## config.mk

```make
export PLATFORM = sky130hd
export DESIGN_NAME = lsq_entry_store
export DESIGN_NICKNAME = d
export VERILOG_FILES = /design/src/design/lsq_pkg.sv /design/src/design/lsq_entry_store.sv
export VERILOG_INCLUDE_DIRS = /design/src /design/src/design
export SDC_FILE = /design/constraint.sdc
export NUM_CORES = 1
export LEC_CHECK = 0
export BUFFER_PORTS_ARGS = -buffer_cell sky130_fd_sc_hd__buf_2
export CORE_ASPECT_RATIO = 0.9
export CORE_MARGIN = 5
export CORE_UTILIZATION = 55
export DETAILED_ROUTE_END_ITERATION = 12
export PLACE_DENSITY = 0.69
export SYNTH_ARGS = -nofsm -noshare
export SYNTH_HDL_FRONTEND = slang
export SYNTH_SLANG_ARGS = --single-unit
```

## constraint.sdc

```tcl
create_clock -name clk -period 6 [get_ports clk]
set_clock_uncertainty 0.1 [all_clocks]
set_input_delay 0.6 -clock clk [delete_from_list [all_inputs] [get_ports clk]]
set_output_delay 0.6 -clock clk [all_outputs]
set_load 0.01 [all_outputs]
```

## src/design/lsq_macros.svh

```systemverilog
// sizes are tied together; depth must equal 2**LSQ_ID_W and the count needs one extra bit
`ifndef LSQ_MACROS_SVH
`define LSQ_MACROS_SVH

// queue geometry
`define LSQ_DEPTH 16   // entries in the load/store queue
`define LSQ_ID_W 4     // entry id, echoed back by memory
`define LSQ_CNT_W 5    // occupancy 0..16

// datapath
`define DATA_W 32      // address and data width
`define CTRL_W 4       // writeback control bits carried to retire
`define DEST_W 4       // destination register number

// data memory
// word index is addr[11:2], so only the low 4 KB is decoded
`define DMEM_WORDS 1024

`endif
```

## src/design/lsq_pkg.sv

```systemverilog
// shared types only; widths of the enums are fixed and match the memory and entry encodings
package lsq_pkg;

  // request opcode, carried with each entry
  typedef enum logic {
    OP_LOAD  = 1'b0,  // read word
    OP_STORE = 1'b1   // write word, response echoes write data
  } mem_op_e;

  // status of one queue entry
  // free -> wait on alloc, wait -> done on response, done -> free on retire
  typedef enum logic [1:0] {
    ENT_FREE = 2'b00,  // slot unused
    ENT_WAIT = 2'b01,  // issued or about to issue, no response yet
    ENT_DONE = 2'b10   // response written, waiting to reach head
  } entry_state_e;

endpackage

```

## src/design/lsq_entry_store.sv

```systemverilog
// only status is reset; payload of a free slot is stale until the next allocation
`timescale 1ns/1ns
`include "lsq_macros.svh"

module lsq_entry_store
  import lsq_pkg::*;
(
  input  logic                  clk,
  input  logic                  rst,
  // allocation from the core side
  input  logic                  i_alloc_en,
  input  logic [`LSQ_ID_W-1:0]  i_alloc_id,
  input  mem_op_e               i_req_op,
  input  logic [`DATA_W-1:0]    i_req_addr,
  input  logic [`DATA_W-1:0]    i_req_wdata,
  input  logic [`CTRL_W-1:0]    i_req_ctrl,
  input  logic [`DEST_W-1:0]    i_req_dest,
  // issue read port
  input  logic [`LSQ_ID_W-1:0]  i_issue_id,
  output mem_op_e               o_issue_op,
  output logic [`DATA_W-1:0]    o_issue_addr,
  output logic [`DATA_W-1:0]    o_issue_wdata,
  // memory response
  input  logic                  i_rsp_valid,
  input  logic [`LSQ_ID_W-1:0]  i_rsp_id,
  input  logic [`DATA_W-1:0]    i_rsp_data,
  // head read port and retire
  input  logic [`LSQ_ID_W-1:0]  i_head_id,
  input  logic                  i_retire_en,
  output logic                  o_head_done,
  output mem_op_e               o_head_op,
  output logic [`DATA_W-1:0]    o_head_data,
  output logic [`CTRL_W-1:0]    o_head_ctrl,
  output logic [`DEST_W-1:0]    o_head_dest
);

  // parallel per-entry arrays
  mem_op_e            op_q    [`LSQ_DEPTH];
  logic [`DATA_W-1:0] addr_q  [`LSQ_DEPTH];
  logic [`DATA_W-1:0] data_q  [`LSQ_DEPTH];  // wdata, then response data
  logic [`CTRL_W-1:0] ctrl_q  [`LSQ_DEPTH];
  logic [`DEST_W-1:0] dest_q  [`LSQ_DEPTH];
  entry_state_e       state_q [`LSQ_DEPTH];

  // entry status
  // retire, response and alloc never hit the same slot in one cycle
  always_ff @(posedge clk) begin
    if (rst) begin
      for (int i = 0; i < `LSQ_DEPTH; i++) begin
        state_q[i] <= ENT_FREE;
      end
    end else begin
      if (i_retire_en) begin
        state_q[i_head_id] <= ENT_FREE;   // head leaves
      end
      if (i_rsp_valid) begin
        state_q[i_rsp_id] <= ENT_DONE;    // seen at head next cycle
      end
      if (i_alloc_en) begin
        state_q[i_alloc_id] <= ENT_WAIT;
      end
    end
  end

  // payload, no reset
  always_ff @(posedge clk) begin
    if (i_alloc_en) begin
      op_q[i_alloc_id]   <= i_req_op;
      addr_q[i_alloc_id] <= i_req_addr;
      data_q[i_alloc_id] <= i_req_wdata;  // held until issue reads it
      ctrl_q[i_alloc_id] <= i_req_ctrl;
      dest_q[i_alloc_id] <= i_req_dest;
    end
    if (i_rsp_valid) begin
      data_q[i_rsp_id] <= i_rsp_data;  // load word or echoed store data
    end
  end

  // issue port, read the cycle after alloc
  assign o_issue_op    = op_q[i_issue_id];
  assign o_issue_addr  = addr_q[i_issue_id];
  assign o_issue_wdata = data_q[i_issue_id];

  // head port
  assign o_head_done = (state_q[i_head_id] == ENT_DONE);
  assign o_head_op   = op_q[i_head_id];
  assign o_head_data = data_q[i_head_id];
  assign o_head_ctrl = ctrl_q[i_head_id];
  assign o_head_dest = dest_q[i_head_id];

endmodule

```

Word level (Yosys, flattened, before mapping)
Memory sizes are Yosys's and may differ from the RTL's.
Index checks and enable logic that the tools add are counted.
Operators by class
  eq/ne operators: 1
  mux-type cells: 22
  reductions and logical operators: 3
Operators by type and width (count)
  $mux 1: 16
  $mux 4: 3
  $mux 2: 3
  $reduce_or 2->1: 3
  $eq 2x2->1 const B: 1
Storage, ports and cells
  bits in registers: 0
  bits in writable memories: 1200
  input port bits: 126
  output and inout bits: 107
  memories: 6
Memory list
  addr_q: words 16, bits a word 32, rd ports 1, clocked after memory_dff 0, wr ports 1, line lsq_entry_store.sv:39  | logic [`DATA_W-1:0] addr_q [`LSQ_DEPTH];
  data_q: words 16, bits a word 32, rd ports 2, clocked after memory_dff 0, wr ports 2, line lsq_entry_store.sv:40  | logic [`DATA_W-1:0] data_q [`LSQ_DEPTH];
  ctrl_q: words 16, bits a word 4, rd ports 1, clocked after memory_dff 0, wr ports 1, line lsq_entry_store.sv:41  | logic [`CTRL_W-1:0] ctrl_q [`LSQ_DEPTH];
  dest_q: words 16, bits a word 4, rd ports 1, clocked after memory_dff 0, wr ports 1, line lsq_entry_store.sv:42  | logic [`DEST_W-1:0] dest_q [`LSQ_DEPTH];
  state_q: words 16, bits a word 2, rd ports 1, clocked after memory_dff 0, wr ports 16, line lsq_entry_store.sv:43  | entry_state_e state_q [`LSQ_DEPTH];
  op_q: words 16, bits a word 1, rd ports 2, clocked after memory_dff 0, wr ports 1, line lsq_entry_store.sv:38  | mem_op_e op_q [`LSQ_DEPTH];

Depth between registers and ports, before layout
Gate-level depths: netlist (run 1).
  depth after elaboration: 5
  depth in mapped cells: 7
  gate-level depth less buffers: 4

Worst setup path after synthesis (run 1)
OpenSTA, ideal clock, no wires.
  path type: input-to-reg
  start point: in i_alloc_id[2]
  end point: mem addr_q[8][0] (netlist name) (enable)
  setup time: 0.495 ns
  arrival: 3.797 ns
  slack: 1.608 ns
  stages on the path: 2
  path buffers: 0
  cells stage by stage: nand3b_1 > nor3_1
RTL lines
  start, declared: line lsq_entry_store.sv:12  | input logic [`LSQ_ID_W-1:0] i_alloc_id,
  end, declared: line lsq_entry_store.sv:39
Straight into the memory's write port.

Final worst setup path (run 1)
  start point: in i_head_id[0]
  end point: out o_head_data[22]
On the way
  word-level cells in the longest chain between the ends: 1
RTL lines
  start, declared: line lsq_entry_store.sv:28  | input logic [`LSQ_ID_W-1:0] i_head_id,
  $mem_v2 16x32
  end, declared: line lsq_entry_store.sv:32  | output logic [`DATA_W-1:0] o_head_data,
Every way passes these cells.

==> results of run 1 <==
[registers in the layout (all words and copies together) (netlist names)]
register / flops
ctrl_q: 64
op_q: 16
state_q: 32
data_q: 512
dest_q: 64
addr_q: 512
[kinds of logic after synthesis]
family          Yosys count  share of synthesized area [%]
simple gates            110                           1.02
mux                    1050                           32.0
compound gates           51                          0.567
flops                  1200                           64.0
buf+inv                 253                           2.36
[final cells by class]
| class | count | area (sq um) | area share [%] |
|---|---|---|---|
| tap | 1344 | 1680 | 2.71 |
| multi-input combinational | 1211 | 19100 | 30.7 |
| sequential | 1200 | 35700 | 57.5 |
| clock buffer | 150 | 3120 | 5.02 |
| timing repair buffer | 308 | 1880 | 3.03 |
| inverter | 4 | 15.0 | 0.0242 |
| clock inverter | 72 | 582 | 0.937 |
| antenna | 19 | 47.5 | 0.0766 |
[routing by layer]
metal  vias to the layer above  global-route usage, %  part of all wire [%]
li1                      11759                      -                     -
met1                     15687                   39.2                    38
met2                      1656                   44.3                    48
met3                       330                   6.53                   9.9
met4                        20                   8.52                   3.2
met5                         -                      0                 0.081
[cell usage after synthesis, types with 7 or more instances]
library cell / instances / area share, %
edfxtp_1: 1168 / 63
mux4_2: 538 / 22
mux2_2: 393 / 7.9
clkbuf_1: 125 / 0.84
mux2_1: 119 / 2.4
buf_2: 72 / 0.65
buf_6: 37 / 0.75
nand2_1: 33 / 0.22
dfxtp_1: 32 / 1.1
nor2_1: 28 / 0.19
buf_1: 15 / 0.10
a31oi_1: 13 / 0.15
a211oi_1: 12 / 0.16
o21ai_0: 12 / 0.11
a21oi_1: 8 / 0.072
nand3_1: 7 / 0.063
[path summary, 6_finish.rpt]
check | from | to | slack (ns) | cells past startpoint
max | i_head_id[0] | o_head_data[22] | 2.16 | 5
min | i_req_addr[11] | addr_q[12][11]$_DFFE_PP_ | 0.16 | 1
max reg2reg | state_q[6][1]$_SDFFE_PP0P_ | state_q[6][1]$_SDFFE_PP0P_ | 5.14 | 2
min reg2reg | state_q[10][1]$_SDFFE_PP0P_ | state_q[10][1]$_SDFFE_PP0P_ | 0.38 | 2
[power by group]
group	leakage, nW	switching [mW]	internal [mW]
Combinational	7.20	0.884	0.777
Sequential	10.8	0.0839	9.45
Clock	1.82	3.19	3.94
[stage by stage]
step / utilization [%] / instance area [sq um] / total power [mW] / instances / hold slack (ns)
finish: 61.9 / 62100 / 18.3 / 4308 / 0.159
global route: 61.9 / 62100 / 18.9 / 4299 / 0.121
CTS: 61.9 / 62100 / 18.4 / 4289 / 0.112
detailed placement: 58.2 / 58400 / 11.4 / 4067 / 0.362
global placement: 58.2 / 58400 / 11.3 / 4067 / 0.353
floorplan: - / 55800 / 10.8 / 2664 / 0.341
==> results.yml, run 1 <==
sta:
  setup_viol: 0
  post-route-period-util_pct: 64.0
  maxSlewViolCount: 0
  min_period_ns: 3.84
  final-hold-violation-count: 0
  fmax_mhz: 261
  worst_slew_margin_rel_pct: 12.8
  tightest_slew_ns: 1.30
  tns_ns: 0
  rsz0062_at_grt: "false"
  worst_slack_ns: 2.16
clock_tree:
  ctsRootBufferMaster: "clkbuf_16"
  tritoncts: "done"
  clk_pin_slew_ns: 0.06
  clock_latency_ns: 0.71
  clock_sinks: 1200
  postCtsSetupRepairBufs: 0
  cts-htree-levels: 3
  cts_buffer_depth: 3
  postCtsHoldBufs: 0
  post_cts_resized: 0
  cts_buffers: 120
global_route:
  grt_pass1_wl_mm: 218
  grt_max_degree: 105
  grt_pass1_vias: 30736
  grt_overflow: 0
  track_usage_pct: 27.9
  antenna_found_initial: 36
yosys:
  async_reset_ff_share_pct: 0
  synth_ff_type: "edfxtp_1"
  synthCells: 2664
  synth_cell_types: 33
  avgSynthCellArea_sq_um: 20.9
  seq_area_frac_synth_pct: 64.0
  synth_nets: 2790
  syn_area_sq_mm: 0.0558
  synth_enable_flop_cells: 1168
  synth-seq-cells: 1200
  yosysWarnings: 0
detailed_routing:
  drtIter0Drc: 3737
  first_pass_iters: 6
  drc: 0
  vias: 29452
  detail-route-antenna-nets: 0
  routedWlPerCell_um: 34.8
  vias_per_cell: 6.84
  drt_wl_total_mm: 150
place:
  dp_hpwl_mm: 80.1
  place.gp.congestion: 0.804
  io_buffers: 232
  dp_slack_ns: 2.13
setup_path:
  crit_type: "input port to output port"
  slowest_stage: "buf_8"
  cp_top_family: "buffers and inverters"
  crit_path_frequent_cell: "mux4_2"
  path_cells: "buf_8 -> buf_4 -> mux4_2 -> mux4_2 -> buf_2"
  cp-start-kind: "input port"
  critPathBufInv: 3
  end_kind: "output port"
  cp.arrival_ns: 3.14
  cp.required_ns: 5.30
  critPathMaxFanout: 69
  critPathMaxStageDelay_ns: 0.63
die:
  die_height_um: 312
  rows: 110
  io_pins: 233
  die_x_um: 346
  core_sq_mm: 0.100
  dieArea_sq_mm: 0.108
  start_util_pct: 55.6
flow_run:
  maxCapViolCount: 0
layout:
  drive_above_1_share_pct: 49.3
  fillers: 6943
  layout.nets: 2971
  final_common_cell: "edfxtp_1"
  layout_common_cells: "1168 x edfxtp_1, 538 x mux4_2, 393 x mux2_2"
  area_delta_synth_final_pct: 11.3
run_status:
  status: "finished clean"
pwr:
  p_per_area_mw_per_mm2: 295
  leakagePower_nw: 19.9
  vdd.ir_drop.worst_mv: 0.257
worst_hold_path:
  hold_class: "input port to flip-flop"
(Power assumes the default switching activity.)
==> run 2, diff against run 1 <==
--- a/config.mk
+++ b/config.mk
@@ -11,7 +11,7 @@
 export CORE_MARGIN = 5
 export CORE_UTILIZATION = 55
 export DETAILED_ROUTE_END_ITERATION = 12
-export PLACE_DENSITY = 0.69
+export PLACE_DENSITY = 0.72
 export SYNTH_ARGS = -nofsm -noshare
 export SYNTH_HDL_FRONTEND = slang
 export SYNTH_SLANG_ARGS = --single-unit
==> constraint.sdc (replaced) <==
create_clock -name clk -period 3.4 [get_ports clk]
set_clock_uncertainty 0.1 [all_clocks]
set_input_delay 0.34 -clock clk [delete_from_list [all_inputs] [get_ports clk]]
set_output_delay 0.34 -clock clk [all_outputs]
set_load 0.01 [all_outputs]
==> run 2 against run 1 <==
Effect of this change: clock-buffer cell count rose by 5; critical path depth up 2; sequential power increased by 76%; non-clock buffer count increased by 147; sequential share of layout area is 1.8 points lower; first-iteration DRC count fell by 1.4%; critical path type unchanged; highest routed layer unchanged.
==> results.yml, run 2 (synthesized netlist as in run 1, its figures left out) <==
sta:
  tns_ns: 0
  tightest_slew_ns: 1.06
  fmax_mhz: 318
  whs_ns: 0.0362
  rsz0062_at_grt: "false"
  maxSlewViolCount: 0
  post-route-period-util_pct: 92.5
  setup_viol: 0
  worst_slew_margin_rel_pct: 29.1
  final-hold-violation-count: 0
  min_period_ns: 3.14
setup_path:
  critPathMaxFanout: 52
  end_kind: "output port"
  reg2regPathDepth: 2
  crit_type: "input port to output port"
  cp.required_ns: 2.96
  cp.arrival_ns: 2.70
  cp-start-kind: "input port"
detailed_routing:
  highest_layer: "met5"
  vias: 30374
  detail-route-antenna-nets: 0
  drt_wl_total_mm: 153
  met3_length_mm: 14.8
  drtIter0Drc: 3683
  vias_per_cell: 6.83
  drc: 0
  first_pass_iters: 6
  routedWlPerCell_um: 34.3
  wl_met1_mm: 59.2
  wl_met2_mm: 74.1
place:
  io_buffers: 232
  dpl.cell_count: 4132
  dp_hpwl_mm: 86.4
  place.gp.congestion: 0.852
pwr:
  p_per_area_mw_per_mm2: 518
  leakagePower_nw: 20.7
  power.total_mw: 33.2
  vdd.ir_drop.worst_mv: 0.521
clock_tree:
  ctsRootBufferMaster: "clkbuf_16"
  clk_pin_slew_ns: 0.06
  postCtsHoldBufs: 82
  cts-htree-levels: 3
  clock_latency_ns: 0.70
  cts_buffers: 118
  clock_sinks: 1200
  tritoncts: "done"
  cts_buffer_depth: 3
  post_cts_resized: 0
  postCtsSetupRepairBufs: 0
global_route:
  grt_pass1_vias: 31380
  antenna_found_initial: 18
  grt_pass1_wl_mm: 222
  track_usage_pct: 28.1
  grt_overflow: 0
  grt_max_degree: 66
die:
  rows: 110
  die_height_um: 312
  start_util_pct: 55.6
  dieArea_sq_mm: 0.108
  io_pins: 233
  die_x_um: 346
  core_sq_mm: 0.100
run_status:
  status: "finished clean"
layout:
  layout_common_cells: "1168 x edfxtp_1, 538 x mux4_2, 393 x mux2_2"
  drive_above_1_share_pct: 49.3
  layout.nets: 3116
  stdcell_count: 4450
  fin_util_pct: 63.9
  area_delta_synth_final_pct: 15.0
  reg_top3: "addr_q x512, data_q x512"
  final_common_cell: "edfxtp_1"
flow_run:
  maxCapViolCount: 0
worst_hold_path:
  hold_class: "input port to flip-flop"
  hold_depth: 2
run 2: cell count changes in the layout (fill, tap and decap cells not counted), sizes merged, moves of 4 or more:
cell / before / now
dlygate4sd3: 0 / 82
buf: 308 / 373
clkinv: 60 / 46
bufinv: 6 / 13
clkbuf: 150 / 155
diode: 19 / 14
clkinvlp: 2 / 6
run 2: final cells by class:
type	instances	area, sq um
clock buffers	155	3170
fillers	6625	36200
multi-input cells	1211	19100
flip-flops and latches	1200	35700
inverters	4	15.0
well taps	1344	1680
repair buffers	455	3680
diodes	14	35.0
clock inverters	67	758
run 2: layer usage:
metal,track usage [%],vias up
li1,-,12048
met1,40.4,16234
met2,45.2,1799
met3,5.40,287
met4,7.73,6
met5,0,-
run 2: worst paths after layout:
kind                                      end  slack (ns)                         from
setup / recovery                  o_head_done        0.26                 i_head_id[0]
hold / removal        data_q[4][22]$_DFFE_PP_        0.04               i_rsp_data[22]
setup reg to reg  state_q[12][1]$_SDFFE_PP0P_        2.55  state_q[12][1]$_SDFFE_PP0P_
hold reg to reg   state_q[10][1]$_SDFFE_PP0P_        0.38  state_q[10][1]$_SDFFE_PP0P_
run 2: where the power goes:
group / internal, mW / switching, mW / leakage [nW]
combinational: 1.51 / 1.61 / 8.00
sequential: 16.7 / 0.157 / 10.8
clock: 7.57 / 5.66 / 1.90
run 2: worst max-delay path: stages:
cell and delay, ns:
buf_8 0.51, buf_12 0.25, mux4_2 0.50, a22oi_1 0.21, nand2_1 0.08, a21oi_1 0.47
buf_2 0.24
run 2: through the flow:
step	setup WS, ns	area (sq um)
after floorplan	-0.325	55800
after global routing	0.156	64100
after global placement	0.328	59400
after CTS	0.274	64100
after detailed placement	0.276	59400
final	0.256	64100
