[config.mk]
export PLATFORM = sky130hd
export DESIGN_NAME = lsq_ctrl
export DESIGN_NICKNAME = d
export VERILOG_FILES = /design/src/design/lsq_ctrl.sv
export VERILOG_INCLUDE_DIRS = /design/src /design/src/design
export SDC_FILE = /design/constraint.sdc
export NUM_CORES = 1
export LEC_CHECK = 0
export BUFFER_PORTS_ARGS = -buffer_cell sky130_fd_sc_hd__buf_4
export CAP_MARGIN = 20
export CORE_MARGIN = 2
export CORE_UTILIZATION = 45
export CTS_CLUSTER_DIAMETER = 30
export DETAILED_ROUTE_END_ITERATION = 10
export PLACE_DENSITY = 0.82
export SYNTH_ARGS = -nofsm -noshare
export SYNTH_HDL_FRONTEND = slang
export SYNTH_SLANG_ARGS = --single-unit
[constraint.sdc]
create_clock -name clk -period 2.25 [get_ports clk]
set_input_delay 0.45 -clock clk [delete_from_list [all_inputs] [get_ports clk]]
set_output_delay 0.45 -clock clk [all_outputs]
set_load 0.05 [all_outputs]
[src/design/lsq_macros.svh]
// sizes are tied together; depth must equal 2**LSQ_ID_W and the count needs one extra bit
`ifndef LSQ_MACROS_SVH
`define LSQ_MACROS_SVH

// queue geometry
`define LSQ_DEPTH 16   // entries in the load/store queue
`define LSQ_ID_W 4     // entry id, echoed back by memory
`define LSQ_CNT_W 5    // occupancy 0..16

// datapath
`define DATA_W 32      // address and data width
`define CTRL_W 4       // writeback control bits carried to retire
`define DEST_W 4       // destination register number

// data memory
// word index is addr[11:2], so only the low 4 KB is decoded
`define DMEM_WORDS 1024

`endif
[src/design/lsq_ctrl.sv]
// requests that arrive while o_full is high are dropped; issue follows acceptance by one cycle
`timescale 1ns/1ns
`include "lsq_macros.svh"

module lsq_ctrl (
  input  logic                  clk,
  input  logic                  rst,
  input  logic                  i_req_valid,    // core strobe, one per request
  input  logic                  i_head_done,    // oldest entry has its response
  output logic                  o_alloc_en,     // write request into tail slot
  output logic [`LSQ_ID_W-1:0]  o_alloc_id,
  output logic [`LSQ_ID_W-1:0]  o_head_id,
  output logic                  o_retire_en,    // frees head, also the core pulse
  output logic                  o_issue_valid,  // to memory, one cycle after accept
  output logic [`LSQ_ID_W-1:0]  o_issue_id,
  output logic                  o_full,
  output logic                  o_empty
);

  logic [`LSQ_ID_W-1:0]  tail_ptr;  // next slot to allocate
  logic [`LSQ_ID_W-1:0]  head_ptr;  // oldest live entry
  logic [`LSQ_CNT_W-1:0] count;     // live entries
  logic                  accept;

  // flags straight off the count
  assign o_full  = (count == `LSQ_DEPTH);
  assign o_empty = (count == 0);

  assign accept = i_req_valid && !o_full;  // drop when full

  assign o_alloc_en = accept;
  assign o_alloc_id = tail_ptr;
  assign o_head_id  = head_ptr;

  // in-order retire, at most one per cycle
  // head_done is never set on an empty queue since all slots are free
  assign o_retire_en = i_head_done;

  // pointers wrap on their own, depth is a power of two
  always_ff @(posedge clk) begin
    if (rst) begin
      tail_ptr <= '0;
      head_ptr <= '0;
    end else begin
      if (accept) begin
        tail_ptr <= tail_ptr + `LSQ_ID_W'(1);
      end
      if (o_retire_en) begin
        head_ptr <= head_ptr + `LSQ_ID_W'(1);
      end
    end
  end

  // occupancy
  always_ff @(posedge clk) begin
    if (rst) begin
      count <= '0;
    end else begin
      case ({accept, o_retire_en})
        2'b10:   count <= count + `LSQ_CNT_W'(1);  // alloc only
        2'b01:   count <= count - `LSQ_CNT_W'(1);  // retire only
        default: count <= count;                   // both or neither
      endcase
    end
  end

  // issue strobe, the slot was written at the accepting edge
  always_ff @(posedge clk) begin
    if (rst) begin
      o_issue_valid <= 1'b0;
    end else begin
      o_issue_valid <= accept;
    end
  end

  // id only matters while the strobe is high
  always_ff @(posedge clk) begin
    if (accept) begin
      o_issue_id <= tail_ptr;
    end
  end

endmodule

Word level (Yosys, flattened, before mapping):

Index checks and enable logic that the tools add are counted.

* input bits: 4
* word-level logic and storage cells: 17
* register bits: 18

* reductions and logical operators: 4
* eq/ne operators: 3
* mux-type cells: 1
* $add $sub $neg: 4

Operators by type and width (count)
* case mux 5 bit (2 select lines): 1
* adder 4 x 1 -> 4 bit (second input constant): 2
* adder 5 x 1 -> 5 bit (second input constant): 1
* == test 5 bit (second input constant): 1
* zero test 5 bit: 1
* subtractor 5 x 1 -> 5 bit (second input constant): 1
* == test 2 x 1 -> 1 bit (second input constant): 1
* == test 2 bit (second input constant): 1
* nonzero test 2 bit: 1
* logical AND 1 bit: 1
* zero test 1 bit: 1

Logic depth before layout (Yosys ltp):

Gate-level depths: netlist (run 1).

* depth in word-level cells: 5
* depth in mapped cells: 9

Worst setup path before layout (run 1):

No wires, ideal clock.

* kind: register to register
* start: register count[0]
* end: register count[4]
* library setup time: 70 ps
* cell stages (with the launch flop): 10
* slack: -299 ps
* buffers on the path: 0
* arrival time: 2479 ps
* cells stage by stage: dfxtp_1 nor4_4 and2_4 nand2b_4 ha_1 ha_1 a21oi_1 a21oi_1 or4_1 a21oi_1

* longest elaborated chain between the ends: 5
* elaborated cells between the ends (all ways): 9
* those cells by class: 2 x add/sub; 3 x eq/ne; 1 x mux; 3 x reduce/logical

RTL lines
* from (decl): line lsq_ctrl.sv:22 `` logic [`LSQ_CNT_W-1:0] count; ``
* from (signal assigned): line lsq_ctrl.sv:60 `` 2'b10: count <= count + `LSQ_CNT_W'(1); ``
* from (signal assigned): line lsq_ctrl.sv:61 `` 2'b01: count <= count - `LSQ_CNT_W'(1); ``
* from (signal assigned): line lsq_ctrl.sv:62 `default: count <= count;`
* == test 5 bit (no source line) *
* named net o_full: line lsq_ctrl.sv:16 `output logic o_full,`
* zero test 1 bit *: line lsq_ctrl.sv:29 `assign accept = i_req_valid && !o_full;`
* logical AND 1 bit *: line lsq_ctrl.sv:29
* == test 2 x 1 -> 1 bit / == test 2 bit (equally long branches): line lsq_ctrl.sv:59 `case ({accept, o_retire_en})`
* case mux 5 bit (2 select lines) / nonzero test 2 bit (equally long branches)

Mark *: on every way through the listed nets, which the timed path passes. The rest lies on a longest branch.
A chain may end at the register's enable or synchronous reset.

Final worst setup path (run 1):

* start: register count[1]
* end: register count[4]

* longest elaborated chain between the ends: 5
* elaborated cells between the ends (all ways): 9
* those cells by class: 2 x add/sub; 3 x eq/ne; 1 x mux; 3 x reduce/logical

RTL lines (line)
* == test 5 bit (no source line)
* zero test 1 bit: lsq_ctrl.sv:29
* logical AND 1 bit: lsq_ctrl.sv:29
* == test 2 x 1 -> 1 bit / == test 2 bit (equally long branches): lsq_ctrl.sv:59
* case mux 5 bit (2 select lines) / nonzero test 2 bit (equally long branches)

Several ways; a longest one is shown, not always the timed one.

==> results of run 1 <==
-- per-stage QoR --
step,setup WS (ns),instances
floorplan,-0.0990,80
global placement,0.0736,125
detailed placement,0.0145,125
CTS,0.00296,130
global route,-0.120,131
finish,0.0173,131
-- flip-flops by register name, summed over array words and instances, names as in the netlist --
signal,count
o_issue_id,4
o_issue_valid,1
o_alloc_id,4
o_head_id,4
count,5
-- routing by layer --
metal  up-vias  share of wire [%]  track usage, %
met1       297                 43            18.1
met3         2                4.2            3.46
met4         0               0.80            8.33
met5         -                  0               0
li1        327                  -               -
met2        13                 52            26.2
-- report_power, final --
part | internal (uW) | switching, uW
Combinational | 183 | 238
Sequential | 373 | 40.1
Clock | 68.7 | 89.9
-- cells in the final DEF (no fill, tap or decap), drive strengths merged, types with 2 or more instances in the layout --
cell,n
a211oi,2
clkbuf,4
ha,6
inv,4
nor2,14
nand3,2
buf,25
nor4,2
nand2,2
edfxtp,4
mux2i,3
dfxtp,14
xor2,3
a21oi,5
xnor2,5
-- critical path: stages (launching register included) --
cell and delay [ns]:
sky130_fd_sc_hd__dfxtp_4 0.37, sky130_fd_sc_hd__nor4_4 0.27, sky130_fd_sc_hd__and2_4 0.18, sky130_fd_sc_hd__nand2b_4 0.12, sky130_fd_sc_hd__ha_4 0.19, sky130_fd_sc_hd__ha_4 0.23
sky130_fd_sc_hd__a21oi_4 0.14, sky130_fd_sc_hd__a21oi_2 0.08, sky130_fd_sc_hd__or4_4 0.47, sky130_fd_sc_hd__a21oi_2 0.12
-- final timing paths --
kind	start	end	slack, ns	cells past startpoint
setup reg to reg	count[1]	count[4]	0.02	9
hold / removal	rst	count[4]	0.45	2
setup / recovery	count[1]	count[4]	0.02	9
hold reg to reg	o_alloc_id[3]	o_issue_id[3]	0.48	0
-- kinds of logic (layout without fill, tap and decap cells) --
| logic type | count (synthesis) | after routing | synth area share [%] |
|---|---|---|---|
| multiplexers | 3 | 3 | 3.55 |
| AND/OR/NAND/NOR | 28 | 28 | 19.2 |
| flip-flops | 18 | 18 | 47.3 |
| buffers and inverters | 7 | 33 | 3.85 |
| XOR/XNOR | 8 | 8 | 8.28 |
| adder cells (fa/ha/maj) | 7 | 7 | 11.2 |
| AO/OA/AOI/OAI | 9 | 9 | 6.51 |
-- area by class of cell --
| class | count | area (sq um) | area share, % |
|---|---|---|---|
| Clock buffer | 4 | 26.3 | 2.25 |
| Inverter | 4 | 17.5 | 1.50 |
| Multi-Input combinational cell | 55 | 495 | 42.4 |
| Sequential cell | 18 | 410 | 35.1 |
| Tap cell | 25 | 31.3 | 2.68 |
| Timing Repair Buffer | 25 | 188 | 16.1 |
-- repair_timing --
item	CTS	global route
gates resized for setup	4	10
buffers inserted	1	1
setup endpoints to repair	1	2
pin swaps	3	2
gates cloned	0	0
==> results by stage, run 1 <==
Floorplan:
- For this configuration, the core starts out at a cell density of 48.5%.
- In this run the count of I/O pins placed on the die edge is 21.
- The die covers 2240 sq um.
- The floorplan step defined a core boundary enclosing 1750 sq um.
- The floorplan step set the die height to 47.4 um.
- Measured along the x axis, the die boundary spans 47.4 um.
- In this run the core area contains 15 standard-cell rows.

CTS:
- The root buffer selected by CTS is sky130_fd_sc_hd__clkbuf_4.
- CTS built an H-tree with a depth of 1.
- The number of clock buffers added by TritonCTS is 3.
- The number of buffers inserted for hold repair after clock tree synthesis is 0.
- TritonCTS built the clock tree.
- The clock sink count is 18.
- The clock latency on the worst-skew pair is 0.28 ns.
- The maximum buffer depth of the clock tree is 2.
- Clock-pin slew was measured on the worst setup and hold paths at 0.10 ns.

Placement:
- The placed instances occupy a cell area of 1070 sq um.
- The number of buffer cells added on primary ports is 20.
- The final estimated routing congestion in global placement is 0.818.
- Summed over all nets, the half-perimeter wirelength after detailed placement is 1160 um.

Route:
- For this run, the detailed router's first-pass iteration total came to 2.
- In this run the remaining antenna-violating nets after routing total 0.
- Summing over every cut layer, the via total after detailed routing is 639.
- The sum of routed wire length over all layers is 1630 um.
- In the routed layout, each cell is associated on average with a via count of 4.88.
- In the final routed layout, each cell accounts on average for 12.4 um.
- The DRC violation count after routing is 0.
- After the first detailed-routing iteration, the DRC count stood at 1.

Worst setup path:
- The data required time of the critical path is 2.48 ns.
- The nature of the critical path startpoint is a register.
- STA classifies the critical path endpoint as a register.
- The critical path data arrival time is 2.46 ns.
- The critical path class is reg2reg.
- Along the worst path, the maximum fanout reaches 5.

Timing:
- The worst slew slack as a fraction of its limit is 79.5%.
- The transition time of the tightest slew-check pin is 0.305 ns.
- The number of pins exceeding their max-slew limit in the final report is 0.
- The smallest clock period supported by the final layout is computed as 2.23 ns.
- For this run, the top clock speed supported by timing is 0.448 GHz.
- The final hold violation count came to 0.
- Setup violations remaining at the end of the flow were counted as 0.
- On the final layout, the worst clock skew is 0.0123 ns.
- Setup repair after global routing could not meet its margin everywhere.
- In the finished design, the share of the clock period the worst path needs comes to 99.2%.
- The aggregate negative setup slack is 0 ns.
- Hold timing on the final database bottoms out at a slack of 0.445 ns.

Synth:
- The number of storage elements in the synthesis netlist is 18.
- The synthesized instance count is 80.
- The cell area after technology mapping is 846 sq um.
- In the post-synthesis netlist, the biggest area contributors are sky130_fd_sc_hd__dfxtp_1, sky130_fd_sc_hd__edfxtp_1, sky130_fd_sc_hd__ha_1.
- For this run, the register share of the synthesized area comes to 47.3%.
- Counting distinct cell types in the post-synthesis netlist gives 28.
- The share of synthesized flip-flops with an asynchronous set or reset is 0%.
- The Yosys step of the flow raised 0 warnings.
- For this run, the leading register cell type out of synthesis is sky130_fd_sc_hd__dfxtp_1.
- Counting instances in the post-synthesis netlist gives the leading cell types as sky130_fd_sc_hd__dfxtp_1, sky130_fd_sc_hd__nor2_1, sky130_fd_sc_hd__ha_1.
- The per-instance average area after synthesis is 10.6 sq um.
- The synthesized design spends more area on one cell type than any other, namely sky130_fd_sc_hd__dfxtp_1.
- The area share of the largest cell type after synthesis is 33.1%.
- The net count after synthesis is 91.
- Yosys mapped a number of flops with a built-in enable equal to 4.

Power and ir drop:
- Dividing total power by cell area gives a power density of 850 nW/um^2.
- The worst-case IR drop observed on VDD is 0.000448 V.
- The leakage power summed over all cells is 0.000496 uW.
- The total design power is 993 uW.

Worst hold path:
- The worst hold path belongs to the class in2reg.

Cells and area:
- Once layout is complete, the utilization of the core stands at 67.0%.
- In the final layout, the share of cells above drive strength 1 is 45.3%.
- The filler cell count is 140.
- The signed area change from the synthesized netlist to the final layout is 38.2%.
- The number of antenna diodes in the final layout is 0.
- At the end of the flow, the number of nets in the layout was 118.
- With fillers left out, the area of the finished cells amounts to 1170 sq um.

GRT:
- The all-layer global routing usage is 15.5%.
- The pin count of the biggest net entering global routing is 17.
- The number of antenna violations at the first check in global routing came to 0.
- The number of global-route vias before repair came to 587.
- Global routing finished with a remaining overflow of 0.
- The first global-routing pass estimated 2390 um of wire.

Status:
- The run finished with clean final reports.

Job:
- The number of maximum-capacitance violations is 0.
No activity file was read; power rests on OpenSTA's default activity.
==> run 2: changes to the inputs <==
--- a/config.mk
+++ b/config.mk
@@ -9,10 +9,10 @@
 export BUFFER_PORTS_ARGS = -buffer_cell sky130_fd_sc_hd__buf_4
 export CAP_MARGIN = 20
 export CORE_MARGIN = 2
-export CORE_UTILIZATION = 45
+export CORE_UTILIZATION = 46
 export CTS_CLUSTER_DIAMETER = 30
 export DETAILED_ROUTE_END_ITERATION = 10
-export PLACE_DENSITY = 0.82
+export PLACE_DENSITY = 0.8
 export SYNTH_ARGS = -nofsm -noshare
 export SYNTH_HDL_FRONTEND = slang
 export SYNTH_SLANG_ARGS = --single-unit
==> constraint.sdc (replaced) <==
create_clock -name clk -period 2.1 [get_ports clk]
set_input_delay 0.42 -clock clk [delete_from_list [all_inputs] [get_ports clk]]
set_output_delay 0.42 -clock clk [all_outputs]
set_load 0.05 [all_outputs]
==> run 2 against run 1 <==
Against the previous run:
- the flow now finishes with violations (negative setup slack)
- utilization is 4.8 points higher
- via count is 8.6% higher
- critical path depth is 1 higher
- critical endpoint is now count[3]
- power is 14% higher
- wire length is 11% higher
- clock power is 8% higher
- hold slack worse by 0.045 ns
==> results by stage, run 2 (synthesis gave the netlist of run 1 again) <==
Floorplan:
- In this run the standard cell core region covers 1730 sq um.
- Row generation in the floorplan step produced 15 rows.
- From left edge to right edge, the die measures 46.9 um.
- The height of the die is 46.9 um.
- The total die area is 2200 sq um.
- During I/O placement, the number of pins put on the boundary was 21.
- The effective utilization at floorplan is 49.0%.

Cells and area:
- Fill cells in the final layout number 126.
- The count of placed standard cells in the final layout, fillers left out is 144.
- The top cell types in the final layout, fill and taps aside, are sky130_fd_sc_hd__buf_4, sky130_fd_sc_hd__nor2_1, sky130_fd_sc_hd__dfxtp_1.
- 0 antenna diodes ended up in the layout.
- The flip-flop count of the largest register after layout is 5.
- The signed area change from the synthesized netlist to the final layout is 46.4%.
- The library cell used most frequently in the layout, excluding fill and tap cells, is sky130_fd_sc_hd__buf_4.
- The share of post-route cells with drive strength above 1 is 46.2%.
- After routing the design area is 1240 sq um.
- The final net count is 131.
- The register with the most flip-flops in the final layout is count.

Timing:
- The transition time of the tightest slew-check pin is 0.289 ns.
- The final hold violation count is 0.
- The number of pins exceeding their max-slew limit in the final report came to 0.
- The number of setup violations in the final report is 2.
- The tightest hold path in the finished design has a slack of 0.400 ns.
- Setup repair after global routing could not meet its margin everywhere.
- The maximum operating frequency is 0.444 GHz.
- The worst slew slack as a fraction of its limit is 80.6%.
- Dividing the final minimum period by the clock period gives 107%.
- The setup clock skew after layout is 0.0127 ns.
- The aggregate negative setup slack is -0.298 ns.
- The worst path setup slack after routing is -0.153 ns.
- Counting I/O delays and the setup requirement, the final critical path takes 2.25 ns.

Power and ir drop:
- The analysis attributes to net switching a power of 414 uW.
- The leakage power summed over all cells is 0.000557 uW.
- The internal power of the cells totals 713 uW.
- In this run the power density over the cells is 910 nW/um^2.
- The proportion of power drawn by flip-flops and latches is 38.3%.
- The net switching fraction of the power is 36.7%.
- The clock network accounts for 15.2% of the total power.
- In this run, the combinational gates consume 46.5% of the power.
- Across the VDD grid, the largest voltage drop is 0.000574 V.

Status:
- The run finished, with violations left.
- The checks that failed: negative setup slack.

Placement:
- Summed over all nets, the half-perimeter wirelength after detailed placement is 1230 um.
- The total placed cells including tap cells is 135.
- Routability-driven placement finished with a final weighted congestion of 0.752.
- The number of buffer cells added on primary ports is 20.
- In this run the cell area measured after placement is 1140 sq um.
- The worst slack at placement is -0.113 ns.

Route:
- The met1 wire length is 791 um.
- Wire segments on met2 add up to 942 um in the final route.
- After detailed routing, the average wire length per cell comes to 12.5 um.
- The pre-antenna-repair detailed-routing pass consisted of 4 iterations.
- The routed layout has 694 vias.
- The highest signal layer in the routed design is met3.
- For this run, design rule violations remaining after detail routing come to 0.
- The initial DRC count is 8.
- Once detail routing completed, the nets flagged for antenna violations numbered 0.
- For this block, the routed nets add up to 1810 um of wire.
- The via-per-instance ratio is 4.82.
- The met3 wire length is 72 um.

Worst hold path:
- The tightest min-delay check is of the in2reg type.
- The worst hold path begins at rst.

CTS:
- Clock latency on the worst-skew pair, taken at its later pin, is 0.29 ns.
- TritonCTS created 3 clock buffers.
- In this run the deepest clock path goes through 2 buffers.
- After clock tree synthesis, the flow added hold-fix buffers numbering 0.
- Clock-pin slew was measured on the worst setup and hold paths at 0.10 ns.
- The number of H-tree branching levels is 1.
- The CTS tree is yes.
- The tree is rooted in a sky130_fd_sc_hd__clkbuf_4.
- CTS saw 18 sinks.

Worst setup path:
- STA classifies the critical path endpoint as a register.
- The startpoint of the lowest-slack register-to-register path is count[2].
- The nature of the critical path startpoint is a register.
- The cell with the biggest individual delay on the critical path is sky130_fd_sc_hd__dfxtp_2.
- STA puts the critical path data arrival time at 2.48 ns.
- The data required time of the critical path is 2.33 ns.
- In this design, the critical path's most frequently occurring cell is sky130_fd_sc_hd__ha_4.
- The critical path class is reg2reg.
- The biggest cell delay along the critical path is 0.35 ns.
- Walking the worst path, the cells encountered are nor4_4 > and2_4 > nand2b_4 > ha_4 > buf_4 > ha_4 > a21o_1 > a21oi_2 > nor4bb_1 > or3_1.
- Among cell families on the critical path, the largest total delay comes from simple AND/OR/NAND/NOR gates.
- The startpoint of the most critical setup path is count[2].
- In this run the worst path has a maximum fanout of 5.
- Together, buffers and inverters on the worst path number 1.

GRT:
- Entering global routing, the biggest net connects 17 pins.
- Summed over all layers, the global routing overflow is 0.
- The number of antenna violations at the first check in global routing is 0.
- The wire length of the first global-routing pass is 2620 um.
- The number of global-route vias before repair came to 636.
- Global routing consumed, over all layers together, 16.7% of the routing resources.

Job:
- Max-cap violations in this run came to 0.
[run 2: area by class of cell]
type                    instances  area (sq um)  share of cell area (%)
flip-flops and latches         18           404                    32.6
well taps                      25          31.3                    2.53
multi-input cells              55           474                    38.3
clock buffers                   4          26.3                    2.12
repair buffers                 38           285                    23.0
inverters                       4          17.5                    1.41
[run 2: power groups by stage]
stage / Sequential (uW) / Combinational (uW) / Clock [uW]
after floorplan: 514 / 213 / 0
after global placement: 436 / 447 / 0
after detailed placement: 438 / 457 / 0
after CTS: 431 / 482 / 180
after global routing: 436 / 561 / 196
final: 431 / 525 / 171
[run 2: repair_timing]
action	in CTS	in global routing
cloned	0	0
pin swaps	4	4
setup endpoints to repair	2	2
gates resized for setup	3	2
buffers inserted	1	4
[run 2: metrics by stage]
step                      power, uW  util [%]
final                          1130      71.7
after CTS                      1090      69.1
after detailed placement        896      66.1
after floorplan                 727         -
after global placement          883      66.1
after global routing           1190      71.7
[run 2: metal layers]
layer / track usage [%] / vias to the layer above
li1: - / 355
met1: 20.2 / 327
met2: 28.2 / 12
met3: 4.62 / 0
met4: 6.11 / 0
met5: 0 / -
[run 2: path summary, 6_finish.rpt]
kind              endpoint  slack (ns)  cells after the start
min               count[4]        0.40                      2
max               count[3]       -0.15                     10
max reg2reg       count[3]       -0.15                     10
min reg2reg  o_issue_id[3]        0.52                      0
